$ cat src/hdl/serial_cmd_pkg.sv
package serial_cmd_pkg;

    // --------------------
    // Host byte protocol
    // --------------------

    // Opcode sits in the low nibble of the command byte, address in the high nibble
    localparam logic [3:0] OP_READ  = 4'hA;
    localparam logic [3:0] OP_WRITE = 4'h5;

    localparam int WORD_BYTES = 4; // Data bytes per frame, LSB first

    // --------------------
    // Register address map
    // --------------------

    localparam int NUM_CTRL_REGS = 8;

    // Slot of each writable register in the arrays below
    localparam int REG_COMP_CFG    = 0;
    localparam int REG_PULSE_CTRL  = 1;
    localparam int REG_MUX1        = 2;
    localparam int REG_MUX2        = 3;
    localparam int REG_HS_EXPECT   = 4;
    localparam int REG_STRIP_MASK  = 5;
    localparam int REG_ADC         = 6;
    localparam int REG_DDD         = 7;

    localparam logic [3:0] CTRL_ADDR [NUM_CTRL_REGS] = '{
        4'h1,   // Comparator config
        4'h2,   // Pulse control
        4'h3,   // Mux 1
        4'h4,   // Mux 2
        4'h6,   // Halfstrip expect
        4'hC,   // Active strip mask
        4'h8,   // ADC bit-bang
        4'h9    // DDD bit-bang
    };

    // Read-only words
    localparam logic [3:0] ADR_HALFSTRIPS        = 4'h5;
    localparam logic [3:0] ADR_HALFSTRIPS_ERRCNT = 4'h7;

    localparam logic [31:0] UNMAPPED_WORD = 32'hDEAD_BEEF;

endpackage

$ cat src/hdl/detector_ctrl_pkg.sv
package detector_ctrl_pkg;

    import serial_cmd_pkg::*;

    // --------------------
    // Field positions
    // --------------------

    // Comparator config
    localparam int PKTIME_LSB    = 0;   // 3 bits
    localparam int PKMODE_LSB    = 3;   // 2 bits
    localparam int LCTRST_BIT    = 5;
    localparam int CDAC_EN_N_BIT = 6;
    localparam int CDAC_DIN_BIT  = 7;
    localparam int CDAC_SCLK_BIT = 8;

    // Pulse control, must agree with pulse_ctrl_u below
    localparam int FIRE_PULSE_BIT         = 0;
    localparam int PULSE_WIDTH_LSB        = 1;  // 4 bits
    localparam int PDAC_EN_N_BIT          = 5;
    localparam int PDAC_DIN_BIT           = 6;
    localparam int PDAC_SCLK_BIT          = 7;
    localparam int HS_ERRCNT_RST_BIT      = 8;
    localparam int COMPOUT_ERRCNT_RST_BIT = 9;
    localparam int COMPIN_INJECT_BIT      = 10;
    localparam int BX_DELAY_LSB           = 11; // 3 bits
    localparam int COMPOUT_EXPECT_BIT     = 14;
    localparam int TRIAD_PERSIST_LSB      = 15; // 4 bits
    localparam int TRIAD_PERSIST1_BIT     = 19;
    localparam int COMPOUT_LAST_BIT       = 20; // Status, read only
    localparam int PULSER_READY_BIT       = 21; // Status, read only

    // Mux 1
    localparam int MUX_A0_PREV_BIT = 0;
    localparam int MUX_A1_PREV_BIT = 1;
    localparam int MUX_A0_NEXT_BIT = 2;
    localparam int MUX_A1_NEXT_BIT = 3;

    // ADC and DDD bit-bang ports share one layout
    localparam int ADC_CS_N_BIT  = 0;
    localparam int ADC_MOSI_BIT  = 1;
    localparam int ADC_SCLK_BIT  = 2;
    localparam int DDD_AL_N_BIT  = 0;
    localparam int DDD_MOSI_BIT  = 1;
    localparam int DDD_SCLK_BIT  = 2;
    localparam int MISO_BIT      = 3;

    // --------------------
    // Reset words and masks
    // --------------------

    // Active-low selects park high
    localparam logic [31:0] CTRL_RESET [NUM_CTRL_REGS] = '{
        32'h0,
        32'(1) << PDAC_EN_N_BIT,
        32'h0,
        32'h0,
        32'h0,
        32'h0,
        32'(1) << ADC_CS_N_BIT,
        32'(1) << DDD_AL_N_BIT
    };

    localparam logic [31:0] CTRL_MASK [NUM_CTRL_REGS] = '{
        32'h0000_01FF,  // Comparator config
        32'h000F_FFFF,  // Pulse control
        32'h0000_000F,  // Mux 1
        32'hFFFF_FFFF,
        32'hFFFF_FFFF,
        32'hFFFF_FFFF,
        32'h0000_0007,  // ADC
        32'h0000_0007   // DDD
    };

    // Pulse control word, written as fields, read back with status on top
    typedef union packed {
        struct packed {
            logic [11:0] rsvd;
            logic        triad_persist1;
            logic [3:0]  triad_persist;
            logic        compout_expect;
            logic [2:0]  bx_delay;
            logic        compin_inject;
            logic        compout_errcnt_rst;
            logic        halfstrips_errcnt_rst;
            logic        pdac_sclk;
            logic        pdac_din;
            logic        pdac_en_n;
            logic [3:0]  pulse_width;
            logic        fire_pulse;
        } ctrl;
        struct packed {
            logic [9:0]  rsvd;
            logic        pulser_ready;
            logic        compout_last;
            logic [19:0] ctrl_bits;
        } rb;
    } pulse_ctrl_u;

endpackage

$ cat src/hdl/reg_bus_if.sv
`timescale 1ns/1ps

interface reg_bus_if;

    logic        wr_stb;    // One cycle per write frame
    logic [3:0]  adr;       // Held from command byte to next command
    logic [31:0] wdata;
    logic [31:0] rdata;     // Combinational readback for adr

    modport engine (
        output wr_stb,
        output adr,
        output wdata,
        input  rdata
    );

    modport slice (
        input  wr_stb,
        input  adr,
        input  wdata
    );

    modport readback (
        input  adr,
        output rdata
    );

endinterface

$ cat src/hdl/ctrl_reg_slice.sv
`timescale 1ns/1ps

module ctrl_reg_slice
    import serial_cmd_pkg::*;
    import detector_ctrl_pkg::*;
#(
    parameter logic [3:0]  ADDR        = CTRL_ADDR[0],
    parameter logic [31:0] RESET_VALUE = CTRL_RESET[0],
    parameter logic [31:0] WRITE_MASK  = CTRL_MASK[0]
)
(
    input  logic        clk,
    input  logic        arst_n,
    reg_bus_if.slice    bus,
    output logic [31:0] word,
    output logic [31:0] rd_word
);

    logic adr_hit;

    assign adr_hit = (bus.adr == ADDR);

    // Bits outside the mask stay constant zero
    always_ff @(posedge clk or negedge arst_n)
    begin
        if (!arst_n)
            word <= RESET_VALUE & WRITE_MASK;
        else if (bus.wr_stb && adr_hit)
            word <= bus.wdata & WRITE_MASK;
    end

    // Zero when not addressed so the readback can OR all slices
    assign rd_word = adr_hit ? word : 32'h0;

endmodule

$ cat src/hdl/detector_ctrl_top.sv
`timescale 1ns/1ps

module detector_ctrl_top
    import serial_cmd_pkg::*;
    import detector_ctrl_pkg::*;
(
    input  logic        clk,
    input  logic        arst_n,

    // Host byte stream
    input  logic [7:0]  rx_byte,
    input  logic        rx_valid,
    output logic        rx_ready,
    output logic [7:0]  tx_byte,
    output logic        tx_valid,
    input  logic        tx_ready,

    // Board status
    input  logic [31:0] halfstrips,
    input  logic [31:0] halfstrips_errcnt,
    input  logic        compout_last,
    input  logic        pulser_ready,
    input  logic        adc_miso,
    input  logic        ddd_miso,

    // Comparator config
    output logic [2:0]  pktime,
    output logic [1:0]  pkmode,
    output logic        lctrst,
    output logic        cdac_en_n,
    output logic        cdac_din,
    output logic        cdac_sclk,

    // Pulse control
    output logic        fire_pulse,
    output logic [3:0]  pulse_width,
    output logic [2:0]  bx_delay,
    output logic        pdac_en_n,
    output logic        pdac_din,
    output logic        pdac_sclk,
    output logic        halfstrips_errcnt_rst,
    output logic        compout_errcnt_rst,
    output logic        compin_inject,
    output logic        compout_expect,
    output logic [3:0]  triad_persist,
    output logic        triad_persist1,

    // Mux select
    output logic [15:0] mux_a0,
    output logic [15:0] mux_a1,
    output logic        mux_a0_prev,
    output logic        mux_a1_prev,
    output logic        mux_a0_next,
    output logic        mux_a1_next,

    output logic [31:0] halfstrips_expect,
    output logic [31:0] active_strip_mask,

    // Bit-bang ports
    output logic        adc_cs_n,
    output logic        adc_mosi,
    output logic        adc_sclk,
    output logic        ddd_al_n,
    output logic        ddd_mosi,
    output logic        ddd_sclk
);

    logic [NUM_CTRL_REGS-1:0][31:0] slice_word;
    logic [NUM_CTRL_REGS-1:0][31:0] slice_rd;
    logic [31:0]                    comp_w;
    logic [31:0]                    mux1_w;
    logic [31:0]                    mux2_w;
    logic [31:0]                    adc_w;
    logic [31:0]                    ddd_w;
    pulse_ctrl_u                    pulse_w;

    reg_bus_if u_reg_bus ();

    serial_frame_engine u_engine (
        .clk      (clk),
        .arst_n   (arst_n),
        .rx_byte  (rx_byte),
        .rx_valid (rx_valid),
        .rx_ready (rx_ready),
        .tx_byte  (tx_byte),
        .tx_valid (tx_valid),
        .tx_ready (tx_ready),
        .bus      (u_reg_bus)
    );

    // --------------------
    // Register slices
    // --------------------
    for (genvar i = 0; i < NUM_CTRL_REGS; i++)
    begin : g_slice
        ctrl_reg_slice #(
            .ADDR        (CTRL_ADDR[i]),
            .RESET_VALUE (CTRL_RESET[i]),
            .WRITE_MASK  (CTRL_MASK[i])
        ) u_slice (
            .clk     (clk),
            .arst_n  (arst_n),
            .bus     (u_reg_bus),
            .word    (slice_word[i]),
            .rd_word (slice_rd[i])
        );
    end

    readback_mux u_readback (
        .bus               (u_reg_bus),
        .slice_rd          (slice_rd),
        .halfstrips        (halfstrips),
        .halfstrips_errcnt (halfstrips_errcnt),
        .compout_last      (compout_last),
        .pulser_ready      (pulser_ready),
        .adc_miso          (adc_miso),
        .ddd_miso          (ddd_miso)
    );

    // --------------------
    // Field outputs
    // --------------------
    assign comp_w  = slice_word[REG_COMP_CFG];
    assign pulse_w = slice_word[REG_PULSE_CTRL];
    assign mux1_w  = slice_word[REG_MUX1];
    assign mux2_w  = slice_word[REG_MUX2];
    assign adc_w   = slice_word[REG_ADC];
    assign ddd_w   = slice_word[REG_DDD];

    assign pktime    = comp_w[PKTIME_LSB +: 3];
    assign pkmode    = comp_w[PKMODE_LSB +: 2];
    assign lctrst    = comp_w[LCTRST_BIT];
    assign cdac_en_n = comp_w[CDAC_EN_N_BIT];
    assign cdac_din  = comp_w[CDAC_DIN_BIT];
    assign cdac_sclk = comp_w[CDAC_SCLK_BIT];

    assign fire_pulse            = pulse_w.ctrl.fire_pulse;
    assign pulse_width           = pulse_w.ctrl.pulse_width;
    assign pdac_en_n             = pulse_w.ctrl.pdac_en_n;
    assign pdac_din              = pulse_w.ctrl.pdac_din;
    assign pdac_sclk             = pulse_w.ctrl.pdac_sclk;
    assign halfstrips_errcnt_rst = pulse_w.ctrl.halfstrips_errcnt_rst;
    assign compout_errcnt_rst    = pulse_w.ctrl.compout_errcnt_rst;
    assign compin_inject         = pulse_w.ctrl.compin_inject;
    assign bx_delay              = pulse_w.ctrl.bx_delay;
    assign compout_expect        = pulse_w.ctrl.compout_expect;
    assign triad_persist         = pulse_w.ctrl.triad_persist;
    assign triad_persist1        = pulse_w.ctrl.triad_persist1;

    assign mux_a0_prev = mux1_w[MUX_A0_PREV_BIT];
    assign mux_a1_prev = mux1_w[MUX_A1_PREV_BIT];
    assign mux_a0_next = mux1_w[MUX_A0_NEXT_BIT];
    assign mux_a1_next = mux1_w[MUX_A1_NEXT_BIT];

    // Mux 2 holds the a0/a1 pairs interleaved, one pair per mux
    always_comb
    begin
        for (int i = 0; i < 16; i++)
        begin
            mux_a0[i] = mux2_w[2*i];
            mux_a1[i] = mux2_w[2*i + 1];
        end
    end

    assign halfstrips_expect = slice_word[REG_HS_EXPECT];
    assign active_strip_mask = slice_word[REG_STRIP_MASK];

    assign adc_cs_n = adc_w[ADC_CS_N_BIT];
    assign adc_mosi = adc_w[ADC_MOSI_BIT];
    assign adc_sclk = adc_w[ADC_SCLK_BIT];
    assign ddd_al_n = ddd_w[DDD_AL_N_BIT];   // Address latch, active low
    assign ddd_mosi = ddd_w[DDD_MOSI_BIT];
    assign ddd_sclk = ddd_w[DDD_SCLK_BIT];

endmodule

$ cat src/hdl/readback_mux.sv
`timescale 1ns/1ps

module readback_mux
    import serial_cmd_pkg::*;
    import detector_ctrl_pkg::*;
(
    reg_bus_if.readback                   bus,
    input  logic [NUM_CTRL_REGS-1:0][31:0] slice_rd,
    input  logic [31:0]                   halfstrips,
    input  logic [31:0]                   halfstrips_errcnt,
    input  logic                          compout_last,
    input  logic                          pulser_ready,
    input  logic                          adc_miso,
    input  logic                          ddd_miso
);

    logic [31:0] slice_or;
    logic        ctrl_hit;
    pulse_ctrl_u pulse_rb;
    logic [31:0] rdata_w;

    // --------------------
    // Writable registers
    // --------------------
    always_comb
    begin
        slice_or = 32'h0;
        ctrl_hit = 1'b0;
        for (int i = 0; i < NUM_CTRL_REGS; i++)
        begin
            slice_or = slice_or | slice_rd[i];     // At most one slice non-zero
            ctrl_hit = ctrl_hit | (bus.adr == CTRL_ADDR[i]);
        end
    end

    // Status bits go into the unstored upper positions
    always_comb
    begin
        pulse_rb                 = slice_or;
        pulse_rb.rb.compout_last = compout_last;
        pulse_rb.rb.pulser_ready = pulser_ready;
    end

    // --------------------
    // Word select
    // --------------------
    always_comb
    begin
        rdata_w = slice_or;
        if (bus.adr == ADR_HALFSTRIPS)
            rdata_w = halfstrips;
        else if (bus.adr == ADR_HALFSTRIPS_ERRCNT)
            rdata_w = halfstrips_errcnt;
        else if (!ctrl_hit)
            rdata_w = UNMAPPED_WORD;
        else if (bus.adr == CTRL_ADDR[REG_PULSE_CTRL])
            rdata_w = pulse_rb;
        else if (bus.adr == CTRL_ADDR[REG_ADC])
            rdata_w[MISO_BIT] = adc_miso;   // MISO readback
        else if (bus.adr == CTRL_ADDR[REG_DDD])
            rdata_w[MISO_BIT] = ddd_miso;
    end

    assign bus.rdata = rdata_w;

endmodule

$ cat src/hdl/serial_frame_engine.sv
`timescale 1ns/1ps

module serial_frame_engine
    import serial_cmd_pkg::*;
(
    input  logic       clk,
    input  logic       arst_n,

    input  logic [7:0] rx_byte,
    input  logic       rx_valid,
    output logic       rx_ready,

    output logic [7:0] tx_byte,
    output logic       tx_valid,
    input  logic       tx_ready,

    reg_bus_if.engine  bus
);

    localparam int CNT_W = $clog2(WORD_BYTES);
    localparam logic [CNT_W-1:0] LAST_BYTE = CNT_W'(WORD_BYTES - 1);

    // --------------------
    // FSM encoding
    // --------------------
    localparam logic [2:0] ST_IDLE    = 3'd0;
    localparam logic [2:0] ST_RX_DATA = 3'd1;
    localparam logic [2:0] ST_COMMIT  = 3'd2;
    localparam logic [2:0] ST_RD_LOAD = 3'd3;
    localparam logic [2:0] ST_TX      = 3'd4;

    logic [2:0]       state;
    logic [CNT_W-1:0] byte_cnt;
    logic [3:0]       adr_q;
    logic [31:0]      word_q;   // Write assembly and read shift-out share this
    logic             rx_fire;
    logic             tx_fire;

    assign rx_ready = (state == ST_IDLE) || (state == ST_RX_DATA);
    assign rx_fire  = rx_valid && rx_ready;
    assign tx_fire  = tx_valid && tx_ready;

    assign tx_byte    = word_q[7:0];            // LSB goes out first
    assign bus.adr    = adr_q;
    assign bus.wdata  = word_q;
    assign bus.wr_stb = (state == ST_COMMIT);

    // --------------------
    // Control
    // --------------------
    always_ff @(posedge clk or negedge arst_n)
    begin
        if (!arst_n)
        begin
            state    <= ST_IDLE;
            byte_cnt <= '0;
            adr_q    <= '0;
            tx_valid <= 1'b0;
        end
        else
        begin
            case (state)
                ST_IDLE:
                begin
                    byte_cnt <= '0;
                    if (rx_fire)
                    begin
                        adr_q <= rx_byte[7:4];
                        if (rx_byte[3:0] == OP_WRITE)
                            state <= ST_RX_DATA;
                        else if (rx_byte[3:0] == OP_READ)
                            state <= ST_RD_LOAD;
                        // Unknown opcodes are swallowed here
                    end
                end

                ST_RX_DATA:
                begin
                    if (rx_fire)
                    begin
                        byte_cnt <= byte_cnt + 1'b1;
                        if (byte_cnt == LAST_BYTE)
                            state <= ST_COMMIT;
                    end
                end

                ST_COMMIT:
                    state <= ST_IDLE;       // wr_stb high for this cycle only

                ST_RD_LOAD:
                begin
                    byte_cnt <= '0;
                    tx_valid <= 1'b1;       // First byte valid with captured rdata
                    state    <= ST_TX;
                end

                ST_TX:
                begin
                    // Stalls indefinitely on tx_ready low
                    if (tx_fire)
                    begin
                        byte_cnt <= byte_cnt + 1'b1;
                        if (byte_cnt == LAST_BYTE)
                        begin
                            tx_valid <= 1'b0;
                            state    <= ST_IDLE;
                        end
                    end
                end

                default:
                begin
                    tx_valid <= 1'b0;
                    state    <= ST_IDLE;
                end
            endcase
        end
    end

    // --------------------
    // Data path
    // --------------------
    always_ff @(posedge clk)
    begin
        if ((state == ST_RX_DATA) && rx_fire)
            word_q <= {rx_byte, word_q[31:8]};  // Shift in from the top
        else if (state == ST_RD_LOAD)
            word_q <= bus.rdata;
        else if (tx_fire)
            word_q <= {8'h00, word_q[31:8]};
    end

endmodule
$ cat config.mk
export PLATFORM = sky130hd
export DESIGN_NAME = detector_ctrl_top
export DESIGN_NICKNAME = d
export VERILOG_FILES = /design/src/hdl/serial_cmd_pkg.sv /design/src/hdl/detector_ctrl_pkg.sv /design/src/hdl/reg_bus_if.sv /design/src/hdl/ctrl_reg_slice.sv /design/src/hdl/detector_ctrl_top.sv /design/src/hdl/readback_mux.sv /design/src/hdl/serial_frame_engine.sv
export SDC_FILE = /design/constraint.sdc
export NUM_CORES = 1
export LEC_CHECK = 0
export ABC_AREA = 1
export BUFFER_PORTS_ARGS = -buffer_cell sky130_fd_sc_hd__buf_2
export CAP_MARGIN = 0
export CORE_MARGIN = 1
export CORE_UTILIZATION = 60
export DETAILED_ROUTE_END_ITERATION = 6
export GPL_TIMING_DRIVEN = 0
export PLACE_DENSITY = 0.89
export SYNTH_ARGS = -nofsm -noshare
export SYNTH_HDL_FRONTEND = slang
export SYNTH_HIERARCHICAL = 1
export SYNTH_SLANG_ARGS = --single-unit
$ cat constraint.sdc
create_clock -name clk -period 4 [get_ports clk]
set_input_delay 1 -clock clk [delete_from_list [all_inputs] [get_ports clk]]
set_output_delay 1 -clock clk [all_outputs]
set_load 0.01 [all_outputs]
; ---- Word level (Yosys, flattened, before mapping)
; Index checks and enable logic that the tools add are counted.
; Widths: inputs -> output; s select.
[op_classes]
muxes = 32
n_eq_ne = 23
reduce_logical = 21
bitwise_logic = 15
add_sub_neg = 1
[op_table]
columns = cell, count
row1 = $mux 32, 9
row2 = $or 32x32->32, 3
row3 = $or 32x3->32, 2
row4 = $or 32x4->32, 1
row5 = $mux 3, 9
row6 = $eq 4x3->1 const B, 5
row7 = $mux 20, 1
row8 = $or 9x20->20, 1
row9 = $mux 18, 1
row10 = $eq 4x4->1 const B, 4
row11 = $pmux 3 s4, 1
row12 = $logic_and 1x1->1, 11
row13 = $mux 9, 1
row14 = $eq 4x2->1 const B, 2
row15 = $ne 2x1->1 const B, 4
row16 = $or 1x1->1, 7
row17 = $eq 3x2->1 const B, 2
row18 = $pmux 2 s3, 1
row19 = $reduce_and 3->1, 2
row20 = $reduce_and 6->1, 1
row21 = $reduce_bool 3->1, 2
row22 = $mux 1, 5
row23 = $eq 4x1->1 const B, 1
row24 = $mux 2, 2
row25 = 14 further kinds, 14
[word_totals]
wordCells = 105
regBits = 177
output_inout_bits = 145
input_bits = 80

; ---- Depth between registers and ports, before layout
[depth]
word_depth = 17
mapped_depth = 13
ltp_nobuf = 12

; ---- Cells and area by module
; The synthesis kept the hierarchy.
[by_module_without_submodules]
columns = mod, seq_area_each_um2, n_inst, cells_per_inst, area_per_inst_um2
row1 = ctrl_reg_slice at g_slice[3].u_slice ..., 800.8, 3, 213, 1630.3
row2 = serial_frame_engine, 1211.2, 1, 155, 2078.2
row3 = readback_mux, 0.0, 1, 426, 1691.6
row4 = ctrl_reg_slice at g_slice[1].u_slice, 501.7, 1, 160, 1286.2
row5 = ctrl_reg_slice at g_slice[0].u_slice, 225.2, 1, 109, 833.3
row6 = ctrl_reg_slice at g_slice[2].u_slice, 100.1, 1, 86, 641.9
row7 = ctrl_reg_slice at g_slice[7].u_slice, 76.3, 1, 82, 611.8
row8 = ctrl_reg_slice at g_slice[6].u_slice, 76.3, 1, 82, 609.3

; ---- Worst setup path before layout
; OpenSTA, ideal clock, no wires.
[synth_path]
path_kind = in2reg
startpoint = input port rx_valid
endpoint = register u_engine.word_q[0] (netlist: u_engine/bus.wdata[0]), enable pin
cell_stages = 2
n_path_buf = 0
t_arrival_ns = 2.173
setup_time_ns = 0.562
slack_ns = 1.265
t_required_ns = 3.438
path_cell_list = nand3_1 > nand3_1
[synth_between]
elab_chain_cells = 3
[synth_lines]
columns = item, line
row1 = "start, declared", detector_ctrl_top.sv:12  ; input logic rx_valid,
row2 = $logic_and 1x1->1, serial_frame_engine.sv:40  ; assign rx_fire = rx_valid && rx_ready;
row3 = $logic_and 1x1->1, serial_frame_engine.sv:125  ; if ((state == ST_RX_DATA) && rx_fire)
row4 = $reduce_bool 3->1 (no line), --
row5 = "end signal, assigned", serial_frame_engine.sv:126  ; word_q <= {rx_byte, word_q[31:8]};
row6 = "end signal, assigned", serial_frame_engine.sv:128  ; word_q <= bus.rdata;
row7 = "end signal, assigned", serial_frame_engine.sv:130  ; word_q <= {8'h00, word_q[31:8]};
row8 = "end, declared", serial_frame_engine.sv:35  ; logic [31:0] word_q;
; No other way between the ends.
; A chain may end at the register's enable or synchronous reset.

; ---- Worst setup path in the final report
[layout_path]
startpoint = register u_engine.adr_q[0] (netlist: u_engine/bus.adr[0])
endpoint = register u_engine.word_q[23] (netlist: u_engine/bus.wdata[23]), data pin
[layout_between]
elab_chain_cells = 13
word_cells_on_any_way = 30
cone_classes = eq/ne: 10 / mux: 8 / bitwise: 12
[layout_lines]
columns = item, line
row1 = "start, declared", serial_frame_engine.sv:34  ; logic [3:0] adr_q;
row2 = "start signal, assigned", serial_frame_engine.sv:68  ; adr_q <= rx_byte[7:4];
row3 = $eq 4x1->1 / $eq 4x2->1 (equally long branches), readback_mux.sv:32  ; ctrl_hit = ctrl_hit | (bus.adr == CTRL_ADDR[i]);
row4 = $or 1x1->1 (7 in series), readback_mux.sv:32
row5 = $mux 32, readback_mux.sv:54  ; else if (!ctrl_hit)
row6 = $mux 32, readback_mux.sv:52  ; else if (bus.adr == ADR_HALFSTRIPS_ERRCNT)
row7 = $mux 32 (*), readback_mux.sv:50  ; if (bus.adr == ADR_HALFSTRIPS)
row8 = via u_reg_bus.rdata[23], reg_bus_if.sv:8  ; logic [31:0] rdata;
row9 = $mux 32 (*), serial_frame_engine.sv:127  ; else if (state == ST_RD_LOAD)
row10 = $mux 32 (*), serial_frame_engine.sv:125
; The timed path passes the listed nets; every way through them passes the cells marked *.

==> out/results.md <==
| Item | Reported |
|---|---|
| Status | finished, violations left |
| Failing checks | DRC |
| Worst flop-to-flop path startpoint | u_engine/bus.adr[0] |
| Per-cell routed wire length | 16.8 um |
| Netlist area before placement | 0.0117 sq mm |
| Maximum number of pins on one net before global-route repair | 97 |
| Number of primary I/O pins | 225 |
| Worst slack, placed | 1.00 ns |
| Transition time at the pin with the least slew margin | 1.12 ns |
| Final period utilization | 76.9% |
| Number of cells traversed by the worst register-to-register path | 8 |
| Standard cell core area | 0.0190 sq mm |
| Critical path type | reg2reg |
| Port-buffer cells | 224 |
| Vias after detailed routing | 12000 |
| Final number of max-transition violations | 0 |
| Per-instance average area after synthesis | 7.25 sq um |
| Number of search-and-repair iterations in the first detailed-routing pass | 7 |
| Count of nets after finishing | 2059 |
| Filler instances | 1467 |
| Buffers inserted during post-CTS setup optimization | 0 |
| Effective utilization at floorplan | 61.9% |
| Busiest grt layer | met2 |
| Area of all placed cells without fillers | 0.0142 sq mm |
| Worst-path fanout max | 12 |
| Required time of the critical path | 4.20 ns |
| Global-route met1 utilization | 48.4% |
| Met3 usage | 9.11% |
| Final Critical Period | 3.08 ns |
| Overall routed net length | 37700 um |
| Final antenna diode count | 0 |
| Global-route congestion overflow total | 0 |
| Standard cell area after detailed placement | 0.0137 sq mm |
| Fraction of layout cells with a size suffix above 1 | 27.6% |
| Clock root buffer | clkbuf_16 |
| HPWL reported at the end of detailed placement | 26700 um |
| Post-Syn Instances | 1618 |
| Leak pwr | 7.87 nW |
| Worst min-delay path class | in2async |
| Initial DRC Count | 1423 |
| Reg clk slew, reported paths | 0.07 ns |
| Number of buffers on the longest clock path | 2 |
| Synth-to-layout area growth | 21.3% |
| Clock Skew | 0.0115 ns |
| Final setup violating endpoints | 0 |
| Storage cell area | 0.00459 sq mm |
| Global-route wire length before repair | 58100 um |
| CP endpoint kind | flop |
| Via count of the first global-routing pass | 11400 |
| Total count of hold-check failures in the final report | 0 |
| Power density over the cells | 718 mW/mm^2 |
| Element type at the critical path start | flop |
| Die outline height | 142 um |
| Total of max-cap violations | 0 |
| Worst reg-to-reg setup slack | 0.92 ns |
| Met2 Track Usage GR | 61.4% |
| Worst IR drop on VDD | 570 uV |
| Clock latency of the later-clocked register in the worst-skew pair | 0.45 ns |
| Multi-input logic area | 0.00534 sq mm |
| Number of antenna violations at the first check in global routing | 0 |
| Ratio of routed vias to standard cells | 5.34 |
| CTS tree | built |
| Final Worst Setup Slack | 0.922 ns |
| Number of gates resized after CTS | 0 |
| Total Routing Usage GR | 38.6% |
| CTS buffer count | 17 |
| Maximum level of the CTS H-tree | 4 |
| Number of cell rows | 50 |
| DR DRC count | 1 |
| Final weighted congestion of routability-driven global placement | 0.928 |
| Destination of the worst register-to-register timing path | u_engine/bus.wdata[23] |
| Setup total negative slack | 0 ns |
| Slew HR | 25.6% |
| Worst slack on hold paths | 0.492 ns |
| Warnings from Yosys | 6 |
| CTS Hold Bufs | 0 |
| Remaining antenna violation count | 0 |
| Highest Clock Rate | 325 MHz |
| Setup repair after global routing missed its margin | false |
| Worst endpoint data arrival time | 3.27 ns |
| Sink Count | 177 |
| Die ar. | 0.0201 sq mm |
| Die width | 142 um |
[worst max-delay path by stage]
| stage | to | cells past startpoint | from |
|---|---|---|---|
| final | u_engine/bus.wdata[23] | 8 | u_engine/bus.adr[0] |
| after global routing | u_engine/bus.wdata[19] | 8 | u_engine/bus.adr[0] |
| after global placement | g_slice[4].u_slice/word[15] | 1 | arst_n |
| after floorplan | u_engine/bus.wdata[0] | 2 | rx_valid |
| after CTS | u_engine/bus.wdata[19] | 8 | u_engine/bus.adr[0] |
| after detailed placement | u_engine/bus.wdata[16] | 3 | rx_valid |
[metal layers]
metal | wire length, um | share of wire [%]
met1 | 13400 | 36
met2 | 17300 | 46
met3 | 4930 | 13
met4 | 2060 | 5.5
met5 | 0 | 0
[registers in the layout (all words and copies together), names as in the netlist]
name,cells
g_slice.u_slice/word,135
u_engine/bus.adr,4
u_engine/bus.wdata,32
u_engine/byte_cnt,2
u_engine/state,3
u_engine/tx_valid,1
[worst max-delay path, stage by stage (launching register included)]
cell and delay [ns]:
dfrtp_1 0.86, nand2_1 0.22, nor3_1 0.56, buf_2 0.38, buf_2 0.35, a21oi_1 0.07, nand2_1 0.07, nand2_1 0.05
mux2_4 0.26
[cell usage in the layout (no fill, tap or decap), types with 4 or more instances in the layout]
| cell | n |
|---|---|
| clkinvlp_4 | 5 |
| dfrtp_1 | 142 |
| nor2_1 | 280 |
| a21oi_1 | 26 |
| inv_1 | 187 |
| nor2_2 | 25 |
| clkbuf_1 | 5 |
| nor2_4 | 9 |
| buf_6 | 19 |
| nand3_1 | 17 |
| o21ai_0 | 8 |
| mux2_4 | 17 |
| nand4_1 | 143 |
| nand2_2 | 4 |
| conb_1 | 121 |
| nand2_1 | 475 |
| edfxtp_1 | 32 |
| inv_2 | 5 |
| nand3_2 | 6 |
| buf_2 | 267 |
| mux2_2 | 7 |
| clkbuf_16 | 17 |
| o22ai_2 | 8 |
| buf_4 | 140 |
[cell type report]
class | count | area share [%]
Sequential cell | 177 | 32.3
Timing Repair Buffer | 225 | 8.12
Clock buffer | 20 | 3.07
Tap cell | 260 | 2.29
Inverter | 192 | 5.06
Multi-Input combinational cell | 1158 | 37.5
Buffer | 207 | 10.7
Clock inverter | 12 | 0.950
[metrics by stage]
step,utilization [%],instances,power [W]
2_1_floorplan,-,1734,0.00643
3_3_place_gp,71.8,2218,0.00816
3_5_place_dp,72.1,2219,0.00834
4_1_cts,75.1,2251,0.0101
5_1_grt,75.1,2251,0.0108
6_report,75.1,2251,0.0102
[report_power, final]
group          leakage, nW  switching (W)  internal, W
clock                0.263       0.000743     0.000921
sequential            2.24        0.00111      0.00275
combinational         5.36        0.00299      0.00170
(Power assumes the default switching activity.)
